File: src/include/frontend_config.svh
// ~~~~~~~~~~~~~~~~~~~~
// frontend configuration
// reset values and memory sizing for the instruction front end
// ~~~~~~~~~~~~~~~~~~~~

`ifndef FRONTEND_CONFIG_SVH
`define FRONTEND_CONFIG_SVH

// pc loaded on reset, first fetched word
`define FE_START_ADDRESS 32'h0000_0000

// instruction memory depth in 32-bit words
`define FE_IMEM_WORDS 256

// trap vector after reset, inside the imem window
`define FE_MTVEC_RESET 32'h0000_0200

`endif

File: src/hw/fe_types_pkg.sv
// ~~~~~~~~~~~~~~~~~~~~
// front end types
// vector typedefs shared by fetch, imem and the trap registers
// ~~~~~~~~~~~~~~~~~~~~

package fe_types_pkg;

    // byte address, pc and redirect targets
    typedef logic [31:0] addr_t;

    // raw instruction word as read from imem
    typedef logic [31:0] instr_t;

    // flow tag, bumped on every redirect
    typedef logic [2:0] tag_t;

    // word index into imem, covers 256 words
    typedef logic [7:0] imem_index_t;

endpackage

File: src/hw/fetch.sv
// ~~~~~~~~~~~~~~~~~~~~
// fetch stage
// pc register with redirect priority, flow tag calculator
// and the issued pc that leaves with the instruction
// ~~~~~~~~~~~~~~~~~~~~

`timescale 1ns/1ps

`include "frontend_config.svh"

module fetch (
    input  logic                 clk,
    input  logic                 reset,

    // pipeline hold levels
    input  logic                 stall_i,
    input  logic                 hazard_i,

    // jump redirect from execute
    input  logic                 jump_i,
    input  fe_types_pkg::addr_t  jump_target_i,

    // trap redirect sources
    input  fe_types_pkg::addr_t  mtvec_i,
    input  fe_types_pkg::addr_t  mepc_i,
    input  logic                 exception_raised_i,
    input  logic                 machine_return_i,
    input  logic                 interrupt_ack_i,

    // to instruction memory
    output fe_types_pkg::addr_t  fetch_addr_o,
    output logic                 fetch_advance_o,

    // issued instruction info
    output fe_types_pkg::addr_t  pc_o,
    output fe_types_pkg::tag_t   tag_o
);

    import fe_types_pkg::*;

    addr_t pc;            // current fetch address
    addr_t pc_plus4;      // sequential successor
    addr_t pc_next;       // value loaded on the next edge
    addr_t pc_issued;     // pc travelling with instr
    tag_t  next_tag;      // tag for the flow after a redirect
    tag_t  current_tag;   // tag of the flow being issued
    logic  advance;       // pipeline accepts this cycle
    logic  trap_redirect; // exception or irq ack
    logic  redirect;      // any pc redirect

    // the one place the accept condition is formed
    // held low during reset so no garbage is issued
    assign advance       = !stall_i && !hazard_i && !reset;
    assign trap_redirect = exception_raised_i || interrupt_ack_i;
    assign redirect      = machine_return_i || trap_redirect || jump_i;
    assign pc_plus4      = pc + 32'd4;

    // redirect priority, mret highest
    // redirects apply even while the pipe is held
    always_comb begin
        if (machine_return_i) begin
            pc_next = mepc_i;          // resume after trap
        end else if (trap_redirect) begin
            pc_next = mtvec_i;         // trap entry
        end else if (jump_i) begin
            pc_next = jump_target_i;
        end else if (advance) begin
            pc_next = pc_plus4;        // sequential flow
        end else begin
            pc_next = pc;              // hold
        end
    end

    always_ff @(posedge clk) begin
        if (reset) begin
            pc <= `FE_START_ADDRESS;
        end else begin
            pc <= pc_next;
        end
    end

    // issued pc, captured on the same edge imem registers its word
    always_ff @(posedge clk) begin
        if (advance) begin
            pc_issued <= pc;
        end
    end

    // tag calculator
    // a redirect opens a new flow, the issued tag follows on the next advance
    always_ff @(posedge clk) begin
        if (reset) begin
            next_tag    <= '0;
            current_tag <= '0;
        end else if (redirect) begin
            next_tag <= next_tag + 3'd1;   // wraps at eight
        end else if (advance) begin
            current_tag <= next_tag;
        end
    end

    assign fetch_addr_o    = pc;         // combinational fetch address
    assign fetch_advance_o = advance;
    assign pc_o            = pc_issued;
    assign tag_o           = current_tag;

endmodule

File: config.mk
export PLATFORM = sky130hd
export DESIGN_NAME = fetch
export DESIGN_NICKNAME = d
export VERILOG_FILES = /design/src/hw/fe_types_pkg.sv /design/src/hw/fetch.sv
export VERILOG_INCLUDE_DIRS = /design/src /design/src/include
export SDC_FILE = /design/constraint.sdc
export NUM_CORES = 1
export LEC_CHECK = 0
export BUFFER_PORTS_ARGS = -buffer_cell sky130_fd_sc_hd__buf_2
export CORE_MARGIN = 4
export CORE_UTILIZATION = 30
export CTS_CLUSTER_DIAMETER = 30
export DETAILED_ROUTE_END_ITERATION = 7
export PLACE_DENSITY = 0.58
export SKIP_CTS_REPAIR_TIMING = 1
export SLEW_MARGIN = 20
export SYNTH_ARGS = -nofsm -noshare
export SYNTH_HDL_FRONTEND = slang
export SYNTH_SLANG_ARGS = --single-unit
File: constraint.sdc
create_clock -name clk -period 2.5 [get_ports clk]
set_clock_uncertainty 0.05 [all_clocks]
set_input_delay 0.375 -clock clk [delete_from_list [all_inputs] [get_ports clk]]
set_output_delay 0.375 -clock clk [all_outputs]
set_load 0.01 [all_outputs]
==> run summary <==
CP Launch Type -> register
final net count -> 730
vias in the first global route -> 4109
initial antenna violation count -> 0
antenna-violating nets left -> 0
grt total ovfl -> 0
num ports -> 172
per-cell routed wire length -> 18.5 um
max capacitance violation total -> 0
area grow syn2layout -> 37.6%
maximum clock rate -> 448 MHz
DRT Wirelength -> 14.8 mm
crit-path max FO -> 6
first-pass GRT wire length -> 22.3 mm
layout cells sized above 1 -> 36.2%
Placer Congestion -> 0.852
DR pass1 iterations -> 5
total chip power -> 3090 uW
Min-Delay Path Class -> in2reg
pin count of the biggest net entering global routing -> 31
Synth Flop Type -> dfxtp_1
routed vias -> 4272
Root Driver -> clkbuf_16
Post-Synthesis Cell Area -> 3890 um^2
Die X -> 122 um
vias per cell -> 5.33
Clock Latency Late Sink -> 0.35 ns
TritonCTS Sinks -> 70
final-report max-slew violation count -> 0
Worst Tran Pin Value -> 0.715 ns
H-tree depth -> 3
PwrDens -> 577 nW/um^2
register area share after synthesis -> 44.2%
Tmin final -> 2.23 ns
setup_tns -> 0 ns
Peak VDD IR -> 0.280 mV
Die Area -> 14900 um^2
number of standard cells in the layout, taps in and fillers out -> 801
dpl ws -> 0.295 ns
Starting DRT DRC Count -> 369
number of flops mapped to enable cells by yosys -> 32
data required time at the worst endpoint -> 2.69 ns
# diodes -> 0
Starting Density -> 30.7%
CTS buffer count -> 9
syn_nets -> 549
floorplan core area -> 12700 um^2
Worst Path Arrival -> 2.42 ns
leakage -> 0.00227 uW
CP Class -> reg2reg
Inst Count DP -> 785
library cells used by synthesis -> 60
Worst-path clk slew -> 0.06 ns
Total GRT Usage -> 19.6%
CTS tree -> yes
Final Hold Vio Count -> 0
slew margin rel. -> 51.9%
flops & latches, synth -> 70
final setup vio count -> 0
unrepaired setup endpoints after global routing -> no
fin crit share -> 89.3%
Port Buf Inserts -> 171
yosys warns -> 0
Detailed Place HPWL -> 11.2 mm
Syn Area/Cell -> 8.78 um^2
worst setup margin -> 0.267 ns
crit path capture type -> register
FP Rows -> 41
status -> finished, final reports clean
Die H -> 122 um
DRC errors left -> 0
async set-reset flop share out of synthesis -> 0%
Clock Tree Buf Depth -> 2
Syn Inst Count -> 443
## layout by cell type, fill, tap and decap left out, drive strengths merged, types with 4 or more instances in the layout
master / count
a211oi: 7
a21oi: 29
a221oi: 6
a22oi: 6
a31oi: 8
and3: 14
buf: 200
clkbuf: 15
dfxtp: 38
edfxtp: 32
inv: 7
mux2i: 7
nand2: 45
nand2b: 9
nand3: 30
nand4: 9
nor2: 35
nor3: 17
nor4: 10
o21a: 4
o21ai: 28
o221ai: 6
o31ai: 5
o41ai: 4
xnor2: 8
xor2: 4
## final timing paths
check / slack (ns) / cells past startpoint / from / to
worst max-delay path: 0.27 / 6 / fetch_addr_o[2] / fetch_addr_o[22]
worst min-delay path: 0.27 / 3 / mepc_i[5] / fetch_addr_o[5]
worst max register to register: 0.27 / 6 / fetch_addr_o[2] / fetch_addr_o[22]
worst min register to register: 0.41 / 2 / tag_o[0] / tag_o[0]
## critical path, cell delays in order (launching register included)
cell,delay [ns]
dfxtp_1,0.33
ha_1,0.22
nand3_1,0.16
or4_1,0.70
o31ai_2,0.22
nand2_1,0.10
a2111oi_2,0.35
## registers in the layout, indices dropped and copies added (netlist names)
signal	count
fetch_addr_o	32
pc_o	32
next_tag	3
tag_o	3
## layout make-up
type,instances,area [um^2]
Clock buffer,15,278
Clock inverter,1,5.00
Fill cell,1320,7320
Inverter,9,35.0
Multi-Input combinational cell,334,2020
Sequential cell,70,1720
Tap cell,172,215
Timing Repair Buffer,200,1070
## through the flow
step | util, % | instance area, um^2 | hold slack, ns
after detailed placement | 40.0 | 5070 | 0.397
after floorplan | - | 3890 | 0.399
after global routing | 42.2 | 5350 | 0.290
after CTS | 42.2 | 5350 | 0.255
after global placement | 40.0 | 5070 | 0.401
final | 42.2 | 5350 | 0.269
## metal layers
metal,share of wire [%],global-route usage (%)
met1,44,25.9
met2,47,31.6
met3,7.5,4.18
met4,1.8,7.63
met5,0,0
## power by group
group	internal [uW]	total, uW	switching, uW
Clock	753	1230	481
Combinational	225	509	284
Sequential	1270	1350	72.5
## kinds of logic after synthesis
family                     count (synthesis)  synth area share [%]
and+or+nand+nor                          187                  25.0
muxes                                      7                  1.80
AOI/OAI and AO/OA                        126                  21.7
adders and majority gates                  2                 0.643
buffers and inverters                     39                  3.92
DFF                                       70                  44.2
xor gates and xnor gates                  12                  2.70
## cell usage after synthesis (9+ instances only)
cell	number	area share, %
dfxtp_1	38	20
a21oi_1	29	3.7
edfxtp_1	32	25
nand2b_1	9	1.4
and3_1	14	2.3
nor3_1	16	2.1
nor2_1	34	3.3
nand2_1	44	4.2
clkbuf_1	23	2.2
nand3_1	29	3.7
nor4_1	9	1.4
o21ai_0	25	3.2
Power figures use the tool's default switching activity.
