## src/include/frontend_config.svh

```systemverilog
// ~~~~~~~~~~~~~~~~~~~~
// frontend configuration
// reset values and memory sizing for the instruction front end
// ~~~~~~~~~~~~~~~~~~~~

`ifndef FRONTEND_CONFIG_SVH
`define FRONTEND_CONFIG_SVH

// pc loaded on reset, first fetched word
`define FE_START_ADDRESS 32'h0000_0000

// instruction memory depth in 32-bit words
`define FE_IMEM_WORDS 256

// trap vector after reset, inside the imem window
`define FE_MTVEC_RESET 32'h0000_0200

`endif

```

## src/hw/fe_csr_pkg.sv

```systemverilog
// ~~~~~~~~~~~~~~~~~~~~
// trap register package
// selector for the mtvec / mepc configuration port
// ~~~~~~~~~~~~~~~~~~~~

package fe_csr_pkg;

    // which trap register a config write targets
    //   CSR_MTVEC : trap entry vector
    //   CSR_MEPC  : return address used by mret
    typedef enum logic {
        CSR_MTVEC = 1'b0, // trap vector
        CSR_MEPC  = 1'b1  // exception pc
    } csr_sel_t;

endpackage

```

## src/hw/fe_types_pkg.sv

```systemverilog
// ~~~~~~~~~~~~~~~~~~~~
// front end types
// vector typedefs shared by fetch, imem and the trap registers
// ~~~~~~~~~~~~~~~~~~~~

package fe_types_pkg;

    // byte address, pc and redirect targets
    typedef logic [31:0] addr_t;

    // raw instruction word as read from imem
    typedef logic [31:0] instr_t;

    // flow tag, bumped on every redirect
    typedef logic [2:0] tag_t;

    // word index into imem, covers 256 words
    typedef logic [7:0] imem_index_t;

endpackage

```

## src/hw/trap_csr.sv

```systemverilog
// ~~~~~~~~~~~~~~~~~~~~
// trap register block
// holds mtvec and mepc, config write port, mepc capture on trap
// ~~~~~~~~~~~~~~~~~~~~

`timescale 1ns/1ps

`include "frontend_config.svh"

module trap_csr (
    input  logic                  clk,
    input  logic                  reset,

    // configuration write port
    input  logic                  csr_we_i,
    input  fe_csr_pkg::csr_sel_t  csr_sel_i,
    input  fe_types_pkg::addr_t   csr_wdata_i,

    // trap events from the back end
    input  logic                  exception_raised_i,
    input  logic                  interrupt_ack_i,
    input  fe_types_pkg::addr_t   exception_pc_i,

    // continuous view for fetch
    output fe_types_pkg::addr_t   mtvec_o,
    output fe_types_pkg::addr_t   mepc_o
);

    import fe_types_pkg::*;
    import fe_csr_pkg::*;

    addr_t mtvec_q;      // trap entry vector
    addr_t mepc_q;       // return address
    logic  trap_taken;   // exception or interrupt this cycle
    logic  wr_mtvec;     // sw write to mtvec
    logic  wr_mepc;      // sw write to mepc

    assign trap_taken = exception_raised_i || interrupt_ack_i;
    assign wr_mtvec   = csr_we_i && (csr_sel_i == CSR_MTVEC);
    assign wr_mepc    = csr_we_i && (csr_sel_i == CSR_MEPC);

    // mtvec only changes through the config port
    always_ff @(posedge clk) begin
        if (reset) begin
            mtvec_q <= `FE_MTVEC_RESET;
        end else if (wr_mtvec) begin
            mtvec_q <= csr_wdata_i;
        end
    end

    // mepc, trap capture beats a sw write in the same cycle
    always_ff @(posedge clk) begin
        if (reset) begin
            mepc_q <= '0;
        end else if (trap_taken) begin
            mepc_q <= exception_pc_i;    // faulting pc
        end else if (wr_mepc) begin
            mepc_q <= csr_wdata_i;
        end
    end

    // fetch samples the old mtvec on the trap edge
    assign mtvec_o = mtvec_q;
    assign mepc_o  = mepc_q;

endmodule

```

## config.mk

```make
export PLATFORM = sky130hd
export DESIGN_NAME = trap_csr
export DESIGN_NICKNAME = d
export VERILOG_FILES = /design/src/hw/fe_csr_pkg.sv /design/src/hw/fe_types_pkg.sv /design/src/hw/trap_csr.sv
export VERILOG_INCLUDE_DIRS = /design/src /design/src/include
export SDC_FILE = /design/constraint.sdc
export NUM_CORES = 1
export LEC_CHECK = 0
export BUFFER_PORTS_ARGS = -buffer_cell sky130_fd_sc_hd__buf_2
export CORE_ASPECT_RATIO = 1.1
export CORE_UTILIZATION = 35
export DETAILED_ROUTE_END_ITERATION = 12
export GPL_ROUTABILITY_DRIVEN = 0
export SETUP_SLACK_MARGIN = 0.15
export SLEW_MARGIN = 30
export SYNTH_ARGS = -nofsm -noshare
export SYNTH_HDL_FRONTEND = slang
export SYNTH_SLANG_ARGS = --single-unit
```

## constraint.sdc

```tcl
create_clock -name clk -period 2.53 [get_ports clk]
set_clock_uncertainty 0.15 [all_clocks]
set_input_delay 0.506 -clock clk [delete_from_list [all_inputs] [get_ports clk]]
set_output_delay 0.506 -clock clk [all_outputs]
set_load 0.03 [all_outputs]
```

==> flow_metrics.tcl, run 1 <==
set metrics [dict create \
    drtIter0Drc 90 \
    startpoint "csr_sel_i" \
    drv_slew 0 \
    rows 33 \
    syn_nets 391 \
    holdPathEnd "mtvec_o[9]$_SDFFE_PP1P_" \
    cts_hold_buf 0 \
    cts_resized 0 \
    dpl.cell_count 538 \
    layout.cells.non_filler 554 \
    peakVddDrop_mv 0.391 \
    start_kind "input pin" \
    cap_violations 0 \
    synth_cell_types 14 \
    synth_enable_flop_cells 0 \
    io_buffers 133 \
    postRouteAntennaNets 0 \
    async_reset_ff_share_pct 0 \
    p_leak_nw 1.71 \
    cts_tree "done" \
    synth_top_area_share_pct 47.1 \
    hpwlAfterDp_um 5130 \
    cts_sinks 64 \
    fin_nets 514 \
    cts_setup_buffers 0 \
    area_growth_pct 34.4 \
    clock-root-buffer "clkbuf_8" \
    track_usage_pct 18.6 \
    avgSynthCellArea_um2 8.47 \
    r2r_cells 2 \
    synth_top_family_by_area "compound AO/OA/AOI/OAI gates" \
    crit_path_end_kind "register" \
    drc 0 \
    routedWlPerCell_um 13.7 \
    start_util_pct 36.4 \
    synth-compound-area-share_pct 23.7 \
    whs_ps 265 \
    synth.most_common_cell "nand2_1" \
    ys_seq_elements 64 \
    grt_pass1_wl_um 11700 \
    antenna_found_initial 0 \
    clock_latency_ps 330 \
    rr_endpoint "mepc_o[20]$_SDFFE_PP0P_" \
    n_antenna_cell 0 \
    die_y_um 94.4 \
    syn_area_mm2 0.00272 \
    fillers 766 \
    max_clock_freq_ghz 0.612 \
    fin_setup_tns_ps 0 \
    powerDensity_mw_per_mm2 691 \
    synthSimpleGateAreaFrac_pct 23.3 \
    yosys_most_used_dff "dfxtp_1" \
    worstMarginPinSlew_ps 545 \
    dieArea_mm2 0.00813 \
    ys_top_cells_by_area "dfxtp_1 (47%), a311oi_2 (18%), nand2_1 (18%), a21oi_1 (5.7%), nor2_1 (4.4%)" \
    grt_max_degree 43 \
    cp.arrival_ps 1720 \
    rsz0062_at_grt "false" \
    ys.warnings.count 0 \
    path_class "in2reg" \
    finalCritPeriodShare_pct 64.6 \
    hold_violations 0 \
    synth_mux_area_share_pct 0 \
    synth.yosys.seq_area_share_pct 47.1 \
    synthAdderAreaFrac_pct 0 \
    drt-pass1-iter-count 4 \
    fin_crit_ps 1630 \
    vias 2627 \
    drive_above_1_share_pct 42.3 \
    netlist_top_cells_count "nand2_1 (128), dfxtp_1 (64), a311oi_2 (32), nor2_1 (32), a21oi_1 (31)" \
    coreArea_mm2 0.00747 \
    drt-total-wl_um 7570 \
    min_path_cells 3 \
    relSlewSlack_pct 63.7 \
    chipWidth_um 86.0 \
    rrSetupSlack_ps 1640 \
    synth_xor_area_share_pct 0 \
    postSynthCellCount 321 \
    grt_pass1_vias 2403 \
    clkTransAtPathRegs_ps 70 \
    drt-vias-per-instance 4.74 \
    hp-class "in2reg" \
    hold_start "csr_wdata_i[9]" \
    io_pins 134 \
    required_ps 2620 \
    cp_max_fo 42 \
    timing.rr.start "mepc_o[20]$_SDFFE_PP0P_" \
    clockBufferDepth 2 \
    status "finished clean" \
    cts_buffers 9 \
    global_route.overflow_total 0 \
    finalSetupViolations 0 \
    synth_top_area_cell "dfxtp_1" \
    htreeDepth 3 \
]
[layout make-up]
class / instances / area (um2) / area share (%)
clock inverter: 2 / 35.0 / 0.959
timing repair buffer: 140 / 743 / 20.3
sequential: 64 / 1280 / 35.1
multi-input combinational: 229 / 1280 / 35.1
tap: 105 / 131 / 3.59
clock buffer: 14 / 183 / 5.00
[critical path, cell delays in order]
cell	delay [ps]
buf_2	100
a211o_2	460
buf_12	310
nor2_1	80
a311oi_2	240
[per-layer routing]
layer / track usage, % / wire length, um / up-vias
met1: 22.9 / 3380 / 1218
met4: 5.97 / 95 / 0
met2: 31.2 / 3650 / 82
met5: 0 / 0 / -
li1: - / - / 1319
met3: 5.68 / 445 / 8
[kinds of logic after synthesis]
kind of cell | after synthesis
DFF | 64
and+or+nand+nor | 165
buffers and inverters | 28
AOI/OAI and AO/OA | 64
[sequential cells by signal, summed over array words and instances (netlist names)]
signal and count:
mtvec_o 32, mepc_o 32
[where the power goes]
group,internal (mW),total [mW],switching [mW]
sequential,1.07,1.10,0.0309
clock,0.562,0.943,0.380
combinational,0.163,0.477,0.315
[worst max-delay path by stage]
stage	cells after the start	end	slack, ps
2_1_floorplan	5	mepc_o[10]$_SDFFE_PP0P_	990
3_3_place_gp	5	mepc_o[11]$_SDFFE_PP0P_	590
3_5_place_dp	5	mepc_o[0]$_SDFFE_PP0P_	560
4_1_cts	5	mepc_o[0]$_SDFFE_PP0P_	920
5_1_grt	5	mepc_o[7]$_SDFFE_PP0P_	800
6_report	5	mepc_o[11]$_SDFFE_PP0P_	900
[per-stage QoR]
step	instance area, um2	power (mW)	utilization (%)	setup WS, ps
finish	3650	2.52	48.9	896
global route	3650	2.63	48.9	800
CTS	3650	2.55	48.9	924
detailed placement	3440	1.61	46.0	560
global placement	3440	1.60	46.0	591
floorplan	2720	1.44	-	988
[placed cells by master (no fill, tap or decap)]
master and count:
clkbuf_1 1, clkbuf_8 13, a211o_2 1, a21oi_1 31, bufinv_16 1, nand2b_1 1, nand2_1 128, clkinv_2 1
a311oi_2 32, nor2b_2 1, buf_12 2, dfxtp_1 64, buf_4 5, nor2_2 1, nand3b_1 1, or2_1 1
buf_2 133, nor2_1 32
No activity file was read; power rests on OpenSTA's default activity.
==> inputs of run 2 (changes only) <==
Settings changed: PLACE_DENSITY set to 0.66.
Clock period 2.53 ns to 1.4 ns, I/O delays scaled along.
==> flow_metrics.tcl, run 2 (synthesized netlist as in run 1, its figures left out) <==
set metrics [dict create \
    fin_nets 548 \
    drt-vias-per-instance 4.76 \
    drt-pass1-iter-count 4 \
    drv_slew 0 \
    grt_max_degree 39 \
    drtIter0Drc 91 \
    postRouteAntennaNets 0 \
    n_antenna_cell 0 \
    coreArea_mm2 0.00747 \
    area_growth_pct 64.5 \
    final_area_mm2 0.00447 \
    cp_max_fo 2 \
    drt-total-wl_um 8070 \
    worstMarginPinSlew_ps 254 \
    chipWidth_um 86.0 \
    hold_violations 0 \
    drc 0 \
    global_route.overflow_total 0 \
    max_clock_freq_ghz 0.806 \
    clock-root-buffer "clkbuf_8" \
    grt_pass1_vias 2774 \
    status "finished clean" \
    final_common_cell "nand2_1" \
    path_class "reg2out" \
    cts_tree "done" \
    dpl.cell_count 546 \
    die_y_um 94.4 \
    final_cell_mix "nand2_1 (128), buf_2 (69), dfxtp_2 (64), buf_6 (64), buf_4 (33)" \
    io_buffers 133 \
    antenna_found_initial 0 \
    vias 2796 \
    cts_buffers 9 \
    clockBufferDepth 2 \
    start_kind "register" \
    powerDensity_mw_per_mm2 1020 \
    crit_slowest_cell "dfxtp_2" \
    cts_sinks 64 \
    cp_top_family "flip-flops" \
    path_cells "buf_6" \
    clock_latency_ps 330 \
    start_util_pct 36.4 \
    htreeDepth 3 \
    hp-class "in2reg" \
    crit_path_end_kind "primary output" \
    rows 33 \
    p_leak_nw 1.98 \
    drive_above_1_share_pct 63.8 \
    layout.cells.non_filler 588 \
    grt_pass1_wl_um 12700 \
    routedWlPerCell_um 13.7 \
    hpwlAfterDp_um 5200 \
    io_pins 134 \
    cap_violations 0 \
    required_ps 970 \
    crit_buf_inv 1 \
    place_area_mm2 0.00363 \
    fin_crit_ps 1240 \
    relSlewSlack_pct 83.1 \
    finalSetupViolations 0 \
    rsz0062_at_grt "true" \
    cp_slowest_stage_delay_ps 350 \
    cp.arrival_ps 810 \
    power_mw 4.57 \
    track_usage_pct 20.1 \
    clkTransAtPathRegs_ps 70 \
    finalCritPeriodShare_pct 88.6 \
    peakVddDrop_mv 0.587 \
    post-route-util_pct 59.9 \
    dieArea_mm2 0.00813 \
]
run 2: changes by cell type in the layout (fill, tap and decap cells not counted), moves of 21 or more:
cell     previous run  this run
buf_2             133        69
buf_4               5        33
buf_6               0        64
dfxtp_1            64         0
dfxtp_2             0        64
nor2_1             32        11
nor2_2              1        22
run 2: worst paths after layout:
path / from / end / slack [ps] / cells after the start
worst max-delay path: mepc_o[23]$_SDFFE_PP0P_ / mepc_o[23] / 160 / 1
worst min-delay path: csr_wdata_i[18] / mtvec_o[18]$_SDFFE_PP0P_ / 30 / 3
worst max register to register: mepc_o[5]$_SDFFE_PP0P_ / mepc_o[5]$_SDFFE_PP0P_ / 380 / 4
worst min register to register: mtvec_o[13]$_SDFFE_PP0P_ / mtvec_o[13]$_SDFFE_PP0P_ / 310 / 2
run 2: final cells by class:
cell class                      count  area (um2)
Clock buffer                       12         145
Sequential cell                    64        1360
Tap cell                          105         131
Timing Repair Buffer              174        1470
Clock inverter                      4        20.0
Multi-Input combinational cell    229        1340
Fill cell                         649        3000
run 2: per-stage QoR:
step	setup TNS, ps	hold slack (ps)	worst slack (ps)
final	0	33.8	160
after global placement	-1840	290	-72.8
after floorplan	0	254	127
after CTS	0	21.4	138
after global routing	0	22.4	117
after detailed placement	-2830	293	-125
run 2: power breakdown:
group          internal, mW  total, mW  switching [mW]  leakage (nW)
Sequential             1.97       2.05          0.0842         0.550
Clock                 0.680       1.37           0.688        0.0899
Combinational         0.541       1.15           0.612          1.34
Total                  3.19       4.57            1.38          1.98
run 2: timing repair:
item                       in CTS  in global routing
hold buffers                    0                  0
setup endpoints to repair      64                 62
setup buffers                  15                 11
gates resized for setup       189                  3
run 2: routing by layer:
| metal | vias to the layer above | track usage (%) | part of all wire (%) |
|---|---|---|---|
| li1 | 1388 | - | - |
| met3 | 12 | 5.16 | 4.4 |
| met1 | 1306 | 23.4 | 43 |
| met4 | 0 | 6.94 | 1.7 |
| met2 | 90 | 35.8 | 51 |
| met5 | - | 0 | 0 |
==> inputs of run 3 (changes only) <==
Settings changed: CTS_BUF_LIST set to sky130_fd_sc_hd__clkbuf_4 sky130_fd_sc_hd__clkbuf_8 sky130_fd_sc_hd__clkbuf_16.
==> flow_metrics.tcl, run 3 (synthesized netlist as in run 1, its figures left out) <==
set metrics [dict create \
    cp_max_fo 2 \
    postRouteAntennaNets 0 \
    clock_latency_ps 320 \
    timing.rr.start "mepc_o[5]$_SDFFE_PP0P_" \
    p_comb_share_pct 25.0 \
    grt_pass1_wl_um 12700 \
    fin_nets 548 \
    fin_crit_ps 1240 \
    powerDensity_mw_per_mm2 1030 \
    final_cell_mix "nand2_1 (128), buf_2 (69), dfxtp_2 (64), buf_6 (64), buf_4 (33)" \
    cp.arrival_ps 810 \
    io_buffers 133 \
    peakVddDrop_mv 0.603 \
    clkTransAtPathRegs_ps 70 \
    finalSetupViolations 0 \
    layout.cells.non_filler 588 \
    post-route-util_pct 60.0 \
    chipWidth_um 86.0 \
    drtIter0Drc 99 \
    rows 33 \
    hold_start "csr_wdata_i[16]" \
    start_util_pct 36.4 \
    vias 2794 \
    r2r_cells 4 \
    coreArea_mm2 0.00747 \
    cp_slowest_stage_delay_ps 350 \
    place_area_mm2 0.00363 \
    p_int_mw 3.23 \
    required_ps 970 \
    grt_max_degree 39 \
    relSlewSlack_pct 83.3 \
    power.net_switching_mw 1.38 \
    crit_path_end_kind "primary output" \
    dieArea_mm2 0.00813 \
    worstMarginPinSlew_ps 251 \
    rr_endpoint "mepc_o[5]$_SDFFE_PP0P_" \
    routedWlPerCell_um 13.6 \
    crit_slowest_cell "dfxtp_2" \
    dpl.cell_count 546 \
    clock-root-buffer "clkbuf_8" \
    clkPwrFrac_pct 30.5 \
    grt_pass1_vias 2775 \
    cts_sinks 64 \
    final_area_mm2 0.00448 \
    drt-vias-per-instance 4.75 \
    min_path_cells 3 \
    antenna_found_initial 0 \
    pwr-share-seq_pct 44.5 \
    finalCritPeriodShare_pct 88.6 \
    hp-class "in2reg" \
    drv_slew 0 \
    rsz0062_at_grt "true" \
    swShare_pct 30.0 \
    drt-total-wl_um 8000 \
    rrSetupSlack_ps 380 \
    die_y_um 94.4 \
    start_kind "register" \
    cts_hold_buf 0 \
    drc 0 \
    cp_top_family "flip-flops" \
    fin_setup_tns_ps 0 \
    io_pins 134 \
    path_cells "buf_6" \
    final_common_cell "nand2_1" \
    p_leak_nw 1.98 \
    area_growth_pct 64.8 \
    cts_buffers 9 \
    max_clock_freq_ghz 0.807 \
    global_route.overflow_total 0 \
    drive_above_1_share_pct 64.2 \
    cts_tree "done" \
    status "finished clean" \
    clockBufferDepth 2 \
    hold_violations 0 \
    drt-pass1-iter-count 4 \
    htreeDepth 3 \
    crit_buf_inv 1 \
    path_class "reg2out" \
    track_usage_pct 20.1 \
    cap_violations 0 \
    holdPathEnd "mtvec_o[16]$_SDFFE_PP0P_" \
    n_antenna_cell 0 \
    hpwlAfterDp_um 5200 \
]
## run 3: cell count changes in the layout (fill, tap and decap cells not counted)
| cell | delta |
|---|---|
| clkbuf_1 | -2 |
| clkbuf_4 | +2 |
## run 3: power groups by stage
| stage | registers (mW) | logic [mW] | clock network, mW |
|---|---|---|---|
| detailed placement | 2.05 | 0.928 | 0 |
| global route | 2.06 | 1.23 | 1.53 |
| CTS | 2.05 | 1.12 | 1.44 |
| floorplan | 2.28 | 0.354 | 0 |
| finish | 2.05 | 1.15 | 1.40 |
| global placement | 2.04 | 0.911 | 0 |
## run 3: timing repair
| item | in CTS | in global routing |
|---|---|---|
| resized for setup | 189 | 3 |
| endpoints found under the setup margin | 64 | 62 |
| buffers inserted | 15 | 11 |
## run 3: final cells by class
type                            instances  area [um2]
Tap cell                              105         131
Clock inverter                          4        20.0
Timing Repair Buffer                  174        1470
Clock buffer                           12         153
Multi-Input combinational cell        229        1340
Fill cell                             648        2990
Sequential cell                        64        1360
## run 3: worst max-delay path by stage
stage,startpoint,to,cells past startpoint
5_1_grt,mepc_o[20]$_SDFFE_PP0P_,mepc_o[20],1
6_report,mepc_o[23]$_SDFFE_PP0P_,mepc_o[23],1
3_5_place_dp,csr_sel_i,mepc_o[14]$_SDFFE_PP0P_,5
3_3_place_gp,csr_sel_i,mepc_o[14]$_SDFFE_PP0P_,5
2_1_floorplan,csr_sel_i,mepc_o[10]$_SDFFE_PP0P_,5
4_1_cts,mepc_o[14]$_SDFFE_PP0P_,mepc_o[14],1
## run 3: worst min-delay path: stages
cell     delay, ps
buf_2          100
nand2_1         50
a21oi_1         50
## run 3: layer usage
layer	track usage [%]	up-vias	share of wire, %
li1	-	1388	-
met1	23.2	1306	42
met2	35.7	88	51
met3	5.16	12	4.7
met4	6.94	0	1.8
met5	0	-	0
## run 3: stage by stage
step	hold slack, ps	total power, mW	setup WS, ps
4_1_cts	19.6	4.61	138
5_1_grt	24.3	4.82	119
3_3_place_gp	290	2.95	-72.8
3_5_place_dp	293	2.97	-125
6_report	36.5	4.61	160
2_1_floorplan	254	2.63	127
